--- config.mk ---
export PLATFORM = sky130hd
export DESIGN_NAME = tile_wrap
export DESIGN_NICKNAME = d
export VERILOG_FILES = /design/src/tile_pkg.sv /design/src/event_logger.sv /design/src/event_sram.sv /design/src/mem_arbiter.sv /design/src/mem_clear.sv /design/src/sync_2ff.sv /design/src/tile_wrap.sv /design/src/wake_reset_gen.sv
export SDC_FILE = /design/constraint.sdc
export NUM_CORES = 1
export LEC_CHECK = 0
export BUFFER_PORTS_ARGS = -buffer_cell sky130_fd_sc_hd__clkbuf_2
export CORE_ASPECT_RATIO = 1.75
export CORE_MARGIN = 4
export CORE_UTILIZATION = 55
export CTS_BUF_LIST = sky130_fd_sc_hd__clkbuf_8
export DETAILED_ROUTE_END_ITERATION = 7
export HOLD_SLACK_MARGIN = 0.02
export MAX_ROUTING_LAYER = met4
export PLACE_DENSITY = 0.74
export SLEW_MARGIN = 20
export SYNTH_ARGS = -nofsm -noshare
export SYNTH_HDL_FRONTEND = slang
export SYNTH_SLANG_ARGS = --single-unit
--- constraint.sdc ---
create_clock -name clk_i -period 1.2 [get_ports clk_i]
set_clock_uncertainty 0.2 [all_clocks]
set_input_delay 0.06 -clock clk_i [delete_from_list [all_inputs] [get_ports clk_i]]
set_output_delay 0.06 -clock clk_i [all_outputs]
set_load 0.005 [all_outputs]
--- src/tile_pkg.sv ---
package tile_pkg;

  ////////////////////
  // sizes
  ////////////////////

  // wake-up counter, top bit sets after 32 cycles
  localparam int WAKE_CNT_W = 6;

  // event ring
  localparam int EV_DEPTH  = 16;
  localparam int EV_ADDR_W = $clog2(EV_DEPTH);

  // irq[1:0], ipi, timer, debug
  localparam int NUM_SRC = 5;

  // record layout: {src_id, tstamp}
  localparam int SRC_ID_W  = 3;
  localparam int TSTAMP_W  = 13;
  localparam int EV_DATA_W = SRC_ID_W + TSTAMP_W;

  ////////////////////
  // types
  ////////////////////

  typedef logic [EV_ADDR_W-1:0] ev_addr_t;
  typedef logic [EV_DATA_W-1:0] ev_data_t;
  typedef logic [SRC_ID_W-1:0]  src_id_t;
  typedef logic [TSTAMP_W-1:0]  tstamp_t;
  typedef logic [NUM_SRC-1:0]   src_vec_t;

  typedef enum logic {CLR_RUN, CLR_DONE} clear_state_e;

endpackage

--- src/event_logger.sv ---
`timescale 1ns/1ns

module event_logger (
  input  logic               clk_i,
  input  logic               rst_n_i,
  input  tile_pkg::src_vec_t src_i,
  input  logic               log_gnt_i,
  output logic               log_we_o,
  output tile_pkg::ev_addr_t log_addr_o,
  output tile_pkg::ev_data_t log_data_o,
  output tile_pkg::ev_addr_t wr_ptr_o
);

  tile_pkg::src_vec_t src_q;
  tile_pkg::src_vec_t rise;
  tile_pkg::src_vec_t pend_q;
  tile_pkg::src_vec_t done_mask;
  tile_pkg::src_id_t  sel_id;
  tile_pkg::tstamp_t  tstamp_q;
  tile_pkg::ev_addr_t wr_ptr_q;
  tile_pkg::ev_addr_t wr_ptr_nxt;
  logic               log_fire;

  ////////////////////
  // edge detect
  ////////////////////

  // held level yields a single edge
  assign rise = src_i & ~src_q;

  ////////////////////
  // source select
  ////////////////////

  // walk downwards so the lowest pending id wins
  always_comb begin
    sel_id = '0;
    for (int i = tile_pkg::NUM_SRC - 1; i >= 0; i--) begin
      if (pend_q[i]) begin
        sel_id = tile_pkg::src_id_t'(i);
      end
    end
  end

  assign log_fire  = log_we_o & log_gnt_i;
  assign done_mask = log_fire ? (tile_pkg::src_vec_t'(1) << sel_id) : '0;

  // ring wrap
  assign wr_ptr_nxt = (wr_ptr_q == tile_pkg::ev_addr_t'(tile_pkg::EV_DEPTH - 1)) ?
                      '0 : wr_ptr_q + 1'b1;

  ////////////////////
  // state
  ////////////////////

  always_ff @(posedge clk_i or negedge rst_n_i) begin
    if (!rst_n_i) begin
      src_q    <= '0;
      pend_q   <= '0;
      tstamp_q <= '0;
      wr_ptr_q <= '0;
    end else begin
      src_q    <= src_i;
      // edge on an already pending source folds into it
      pend_q   <= (pend_q & ~done_mask) | rise;
      // free running, wraps silently
      tstamp_q <= tstamp_q + 1'b1;
      if (log_fire) begin
        wr_ptr_q <= wr_ptr_nxt;
      end
    end
  end

  // record is {source, time of write}
  assign log_we_o   = |pend_q;
  assign log_addr_o = wr_ptr_q;
  assign log_data_o = {sel_id, tstamp_q};
  assign wr_ptr_o   = wr_ptr_q;

endmodule

--- src/event_sram.sv ---
`timescale 1ns/1ns

module event_sram (
  input  logic               clk_i,
  input  logic               we_i,
  input  logic               re_i,
  input  tile_pkg::ev_addr_t addr_i,
  input  tile_pkg::ev_data_t wdata_i,
  output tile_pkg::ev_data_t rdata_o
);

  // single port, one access per cycle
  tile_pkg::ev_data_t mem_q [tile_pkg::EV_DEPTH];
  tile_pkg::ev_data_t rdata_q;

  always_ff @(posedge clk_i) begin
    if (we_i) begin
      mem_q[addr_i] <= wdata_i;
    end
  end

  // registered read, holds between reads
  always_ff @(posedge clk_i) begin
    if (re_i) begin
      rdata_q <= mem_q[addr_i];
    end
  end

  assign rdata_o = rdata_q;

endmodule

--- src/mem_arbiter.sv ---
`timescale 1ns/1ns

module mem_arbiter (
  input  logic               clk_i,
  input  logic               reset_l,
  input  logic               clr_we_i,
  input  tile_pkg::ev_addr_t clr_addr_i,
  input  logic               log_we_i,
  input  tile_pkg::ev_addr_t log_addr_i,
  input  tile_pkg::ev_data_t log_data_i,
  input  logic               host_req_i,
  input  tile_pkg::ev_addr_t host_addr_i,
  output logic               clr_gnt_o,
  output logic               log_gnt_o,
  output logic               mem_we_o,
  output logic               mem_re_o,
  output tile_pkg::ev_addr_t mem_addr_o,
  output tile_pkg::ev_data_t mem_wdata_o,
  output logic               host_rvalid_o
);

  logic host_gnt;
  logic rvalid_q;

  // fixed order: clear, logger, host
  assign clr_gnt_o = clr_we_i;
  assign log_gnt_o = log_we_i & ~clr_we_i;
  // host blocked in its valid cycle so a held request is not read twice
  assign host_gnt  = host_req_i & ~clr_we_i & ~log_we_i & ~rvalid_q;

  ////////////////////
  // memory port
  ////////////////////

  assign mem_we_o    = clr_gnt_o | log_gnt_o;
  assign mem_re_o    = host_gnt;
  assign mem_addr_o  = clr_gnt_o ? clr_addr_i :
                       log_gnt_o ? log_addr_i : host_addr_i;
  // sweep writes zeros
  assign mem_wdata_o = log_gnt_o ? log_data_i : '0;

  // read data shows up one cycle after the grant
  always_ff @(posedge clk_i or negedge reset_l) begin
    if (!reset_l) begin
      rvalid_q <= 1'b0;
    end else begin
      rvalid_q <= host_gnt;
    end
  end

  assign host_rvalid_o = rvalid_q;

endmodule

--- src/mem_clear.sv ---
`timescale 1ns/1ns

module mem_clear (
  input  logic               clk_i,
  input  logic               reset_l,
  input  logic               clr_gnt_i,
  output logic               clr_we_o,
  output tile_pkg::ev_addr_t clr_addr_o
);

  // sweep runs off the raw reset, so it is done long before the tile wakes
  tile_pkg::clear_state_e state_q;
  tile_pkg::clear_state_e state_d;
  tile_pkg::ev_addr_t     addr_q;
  logic                   last_addr;
  logic                   step;

  assign last_addr = (addr_q == tile_pkg::ev_addr_t'(tile_pkg::EV_DEPTH - 1));

  // only move on when the arbiter took the write
  assign step = clr_we_o & clr_gnt_i;

  always_comb begin
    state_d = state_q;
    case (state_q)
      tile_pkg::CLR_RUN: begin
        if (step && last_addr) begin
          state_d = tile_pkg::CLR_DONE;
        end
      end
      default: begin
        // done is terminal until the next reset
        state_d = tile_pkg::CLR_DONE;
      end
    endcase
  end

  always_ff @(posedge clk_i or negedge reset_l) begin
    if (!reset_l) begin
      state_q <= tile_pkg::CLR_RUN;
      addr_q  <= '0;
    end else begin
      state_q <= state_d;
      if (step) begin
        addr_q <= addr_q + 1'b1;
      end
    end
  end

  // zero data is supplied by the arbiter
  assign clr_we_o   = (state_q == tile_pkg::CLR_RUN);
  assign clr_addr_o = addr_q;

endmodule

--- src/sync_2ff.sv ---
`timescale 1ns/1ns

module sync_2ff (
  input  logic clk_i,
  input  logic reset_l,
  input  logic d_i,
  output logic q_o
);

  // first stage may go metastable
  logic meta_q;
  // second stage has a full cycle to settle
  logic sync_q;

  always_ff @(posedge clk_i or negedge reset_l) begin
    if (!reset_l) begin
      meta_q <= 1'b0;
      sync_q <= 1'b0;
    end else begin
      meta_q <= d_i;
      sync_q <= meta_q;
    end
  end

  assign q_o = sync_q;

endmodule

--- src/tile_wrap.sv ---
`timescale 1ns/1ns

module tile_wrap (
  input  logic               clk_i,
  input  logic               reset_l,
  input  logic [1:0]         irq_i,
  input  logic               ipi_i,
  input  logic               time_irq_i,
  input  logic               debug_req_i,
  input  logic               host_req_i,
  input  tile_pkg::ev_addr_t host_addr_i,
  output logic               spc_grst_l,
  output logic               host_rvalid_o,
  output tile_pkg::ev_data_t host_rdata_o,
  output tile_pkg::ev_addr_t ev_wr_ptr_o
);

  tile_pkg::src_vec_t src_raw;
  tile_pkg::src_vec_t src_sync;

  logic               clr_we;
  logic               clr_gnt;
  tile_pkg::ev_addr_t clr_addr;
  logic               log_we;
  logic               log_gnt;
  tile_pkg::ev_addr_t log_addr;
  tile_pkg::ev_data_t log_data;
  logic               mem_we;
  logic               mem_re;
  tile_pkg::ev_addr_t mem_addr;
  tile_pkg::ev_data_t mem_wdata;

  ////////////////////
  // reset
  ////////////////////

  wake_reset_gen u_wake (
    .clk_i      (clk_i),
    .reset_l    (reset_l),
    .spc_grst_l (spc_grst_l)
  );

  ////////////////////
  // event inputs
  ////////////////////

  // ids 0..4 = irq0, irq1, ipi, timer, debug
  assign src_raw = {debug_req_i, time_irq_i, ipi_i, irq_i};

  for (genvar k = 0; k < tile_pkg::NUM_SRC; k++) begin : g_src_sync
    sync_2ff u_sync (
      .clk_i   (clk_i),
      .reset_l (reset_l),
      .d_i     (src_raw[k]),
      .q_o     (src_sync[k])
    );
  end

  ////////////////////
  // memory peers
  ////////////////////

  mem_clear u_clear (
    .clk_i      (clk_i),
    .reset_l    (reset_l),
    .clr_gnt_i  (clr_gnt),
    .clr_we_o   (clr_we),
    .clr_addr_o (clr_addr)
  );

  // logger waits for the gated tile reset
  event_logger u_logger (
    .clk_i      (clk_i),
    .rst_n_i    (spc_grst_l),
    .src_i      (src_sync),
    .log_gnt_i  (log_gnt),
    .log_we_o   (log_we),
    .log_addr_o (log_addr),
    .log_data_o (log_data),
    .wr_ptr_o   (ev_wr_ptr_o)
  );

  mem_arbiter u_arb (
    .clk_i         (clk_i),
    .reset_l       (reset_l),
    .clr_we_i      (clr_we),
    .clr_addr_i    (clr_addr),
    .log_we_i      (log_we),
    .log_addr_i    (log_addr),
    .log_data_i    (log_data),
    .host_req_i    (host_req_i),
    .host_addr_i   (host_addr_i),
    .clr_gnt_o     (clr_gnt),
    .log_gnt_o     (log_gnt),
    .mem_we_o      (mem_we),
    .mem_re_o      (mem_re),
    .mem_addr_o    (mem_addr),
    .mem_wdata_o   (mem_wdata),
    .host_rvalid_o (host_rvalid_o)
  );

  event_sram u_sram (
    .clk_i   (clk_i),
    .we_i    (mem_we),
    .re_i    (mem_re),
    .addr_i  (mem_addr),
    .wdata_i (mem_wdata),
    .rdata_o (host_rdata_o)
  );

endmodule

--- src/wake_reset_gen.sv ---
`timescale 1ns/1ns

module wake_reset_gen (
  input  logic clk_i,
  input  logic reset_l,
  output logic spc_grst_l
);

  ////////////////////
  // wake-up counter
  ////////////////////

  // gives the event memory time to be swept before the tile runs
  logic [tile_pkg::WAKE_CNT_W-1:0] wake_cnt_q;
  logic                            wake_done;
  logic                            rst_gated_l;

  // top bit is the done flag, counter parks there
  assign wake_done = wake_cnt_q[tile_pkg::WAKE_CNT_W-1];

  always_ff @(posedge clk_i or negedge reset_l) begin
    if (!reset_l) begin
      wake_cnt_q <= '0;
    end else if (!wake_done) begin
      wake_cnt_q <= wake_cnt_q + 1'b1;
    end
  end

  // raw reset still asserts at once
  assign rst_gated_l = wake_done & reset_l;

  ////////////////////
  // output sync
  ////////////////////

  // release edge gets two more flops, assertion stays async
  sync_2ff u_rst_sync (
    .clk_i   (clk_i),
    .reset_l (reset_l),
    .d_i     (rst_gated_l),
    .q_o     (spc_grst_l)
  );

endmodule

==> results.yml <==
power:
  cellPowerDensity_nw_per_um2: 2320
  p_leak_uw: 0.00644
  peakVddDrop_mv: 1.68
  power.switching_uw: 14100
  comb_power_share_pct: 42.4
  p_sw_share_pct: 35.4
  p_seq_share_pct: 36.3
  internal-power_uw: 25900
  p_clk_share_pct: 21.3
synth:
  synth_top_cells_by_area: "edfxtp_1 (63%), dfrtp_1 (9.9%), a21oi_1 (2.5%), and3_1 (2.4%), a211o_1 (2.0%)"
  synth.yosys.warnings: 0
  synth_nets: 885
  synthArstFlopShare_pct: 15.8
  yosysTopAreaCellShare_pct: 63.4
  synth_area_sq_um: 12900
  synthFlopType: "edfxtp_1"
  synth_seq_cells: 323
  synth_most_common_cell: "edfxtp_1"
  synth_edf_count: 272
  ys_seq_area_share_pct: 73.3
  yosys-top-cells-count: "edfxtp_1 (272), a21oi_1 (65), dfrtp_1 (51)"
  synth_top_area_cell: "edfxtp_1"
  yosysUniqueCellTypes: 53
  netlist_instances: 869
  syn_avg_cell_area_sq_um: 14.8
floorplanning:
  start_util_pct: 56.2
  coreArea_sq_um: 22900
  die-area_sq_um: 26000
  die_width_um: 124
  rows: 73
  io_pins: 34
  chipHeight_um: 210
grt:
  grt-ovfl-total: 0
  antenna_found_initial: 0
  track_usage_pct: 31.6
  grt_pass1_wl_um: 58200
  grt_max_degree: 43
  grt_pass1_vias: 9669
hold_path:
  hp-class: "reg2async"
finish:
  layout.nets: 1116
  area_growth_pct: 34.0
  regArea_sq_um: 9440
  fillerInstances: 1151
  final_core_util_pct: 75.3
  num_antenna_cells: 0
  finish.instance_area_sq_um: 17300
  multi_input_area_sq_um: 3850
  drive_above_1_share_pct: 35.7
setup_path:
  crit_fanout: 26
  rr_worst_depth: 8
  r2r_setup_slack_ns: -1.84
  startpoint_type: "flip-flop"
  cp_cell_sequence: "or4_4 > or3_4 > buf_12 > buf_16 > and3_1 > a211o_1 > a32oi_1 > o311ai_1"
  crit_slowest_cell: "or4_4"
  crit_path_end: "u_sram.rdata_o[5]$_DFFE_PP_"
  crit_cells: 8
  cp_slowest_stage_delay_ns: 0.55
  startpoint: "u_logger.pend_q[2]$_DFF_PN0_"
  worst_setup_path_end_kind: "flip-flop"
  crit_required_ns: 1.29
  worstReg2RegStart: "u_logger.pend_q[2]$_DFF_PN0_"
  critPathKind: "reg2reg"
  critPathBufInv: 2
  critPathArrivalTime_ns: 3.13
  reg2reg_to: "u_sram.rdata_o[5]$_DFFE_PP_"
  path_delay_family: "simple AND/OR/NAND/NOR gates"
sta:
  period_needed_ns: 3.04
  rsz0062_at_grt: "true"
  clock.fmax_ghz: 0.329
  setup_viol: 590
  holdWs_ns: 0.0959
  fin_crit_sh_pct: 253
  finalHoldViolCount: 0
  fin_ws_ns: -1.84
  worstMarginPinSlew_ns: 0.768
  drv_slew: 0
  tns_ns: -696.73
  relSlewSlack_pct: 48.7
clocking:
  htree_levels: 2
  clock_latency_ns: 0.56
  cts_sinks: 323
  ctsRootBufferMaster: "clkbuf_8"
  clkTransAtPathRegs_ns: 0.08
  cts_buffer_depth: 3
  cts_tree: "built"
  cts_inserted_buffers: 42
drt:
  drc: 0
  wire_per_inst_um: 29.9
  postRouteWirelength_um: 42800
  num_vias: 9778
  drtIter0Drc: 1153
  detail-route-antenna-nets: 0
  first_pass_iters: 6
  viasPerCell: 6.83
place:
  pre_cts_ws_ns: -1.82
  placed_area_sq_um: 14900
  gp_congestion: 0.885
  portBuffers: 33
  dp_hpwl_um: 21600
run:
  drv_cap: 0
outcome:
  status: "complete, but fails checks"
  violations: "negative setup slack"
metal layers:
metal / track usage (%) / routed length (um)
met5: - / 0
met4: 21.0 / 4100
met3: 4.78 / 3990
met2: 52.8 / 21900
met1: 34.4 / 12800
cell families after synthesis:
| kind of cell | synth area share (%) |
|---|---|
| flops | 73.3 |
| compound gates | 14.1 |
| simple gates | 7.53 |
| buf+inv | 2.73 |
| xor+xnor | 1.29 |
| mux | 0.680 |
| fa+ha+maj | 0.388 |
registers in the layout, indices dropped and copies added (netlist names):
signal and flops:
u_sram.mem_q 256, u_sram.rdata_o 16, u_logger.tstamp_q 13, u_wake.wake_cnt_q 6
g_src_sync.u_sync.meta_q 5, g_src_sync.u_sync.q_o 5, u_logger.pend_q 5, u_logger.src_q 5
u_clear.clr_addr_o 4, u_logger.log_addr_o 4, u_arb.host_rvalid_o 1, u_clear.state_q 1
u_wake.u_rst_sync.meta_q 1, u_wake.u_rst_sync.q_o 1
cell type report:
cell class	count	area share (%)
multi-input cells	481	22.3
flip-flops and latches	323	54.7
repair buffers	243	15.6
clock inverters	32	1.57
clock buffers	43	3.43
inverters	9	0.196
well taps	300	2.17
placed cells by master (no fill, tap or decap), types with 8 or more instances in the layout:
| cell type | n |
|---|---|
| edfxtp_1 | 272 |
| buf_4 | 95 |
| a21oi_1 | 51 |
| dfrtp_1 | 51 |
| buf_12 | 45 |
| nand2_1 | 44 |
| clkbuf_8 | 43 |
| buf_6 | 42 |
| and3_1 | 37 |
| clkbuf_2 | 33 |
| o21ai_0 | 30 |
| a21o_1 | 30 |
| a211o_1 | 30 |
| inv_1 | 20 |
| nor2_4 | 17 |
| xnor2_1 | 16 |
| nor3_1 | 16 |
| a311o_1 | 15 |
| a21oi_2 | 14 |
| a32oi_1 | 14 |
| o311ai_1 | 14 |
| and3_4 | 13 |
| dlygate4sd3_1 | 13 |
| and2_4 | 12 |
| a32oi_2 | 12 |
| a211oi_2 | 10 |
| and2_1 | 9 |
| nand3_1 | 8 |
| a211oi_1 | 8 |
| clkinv_1 | 8 |
power by group through the flow:
stage / Clock [uW] / Combinational (uW) / Sequential, uW
after floorplan: 0 / 7120 / 14500
after global placement: 0 / 12500 / 14500
after detailed placement: 0 / 12800 / 14600
after CTS: 8440 / 15100 / 14400
after global routing: 9000 / 17500 / 14500
final: 8520 / 17000 / 14500
per-stage QoR:
step	power, uW	std cells
after CTS	38000	1413
after global placement	27000	1286
after floorplan	21600	869
after detailed placement	27400	1286
after global routing	41000	1431
final	40000	1431
worst min path at each step:
| stage | slack (ns) | from | to |
|---|---|---|---|
| CTS | 0.10 | u_wake.u_rst_sync.q_o$_DFF_PN0_ | u_logger.src_q[4]$_DFF_PN0_ |
| global route | 0.12 | u_wake.u_rst_sync.q_o$_DFF_PN0_ | u_logger.src_q[1]$_DFF_PN0_ |
| detailed placement | -0.04 | reset_l | g_src_sync[3].u_sync.q_o$_DFF_PN0_ |
| finish | 0.1 | u_wake.u_rst_sync.q_o$_DFF_PN0_ | u_logger.src_q[4]$_DFF_PN0_ |
| global placement | -0.04 | reset_l | g_src_sync[3].u_sync.q_o$_DFF_PN0_ |
| floorplan | -0.44 | reset_l | g_src_sync[0].u_sync.meta_q$_DFF_PN0_ |
timing repair:
item,CTS,global route
hold buffers,13,0
gates cloned,9,8
endpoints found under the setup margin,589,616
pin swaps,36,29
setup buffers,31,12
hold endpoints to repair,47,0
resized for setup,104,74
Power figures use the tool's default switching activity.
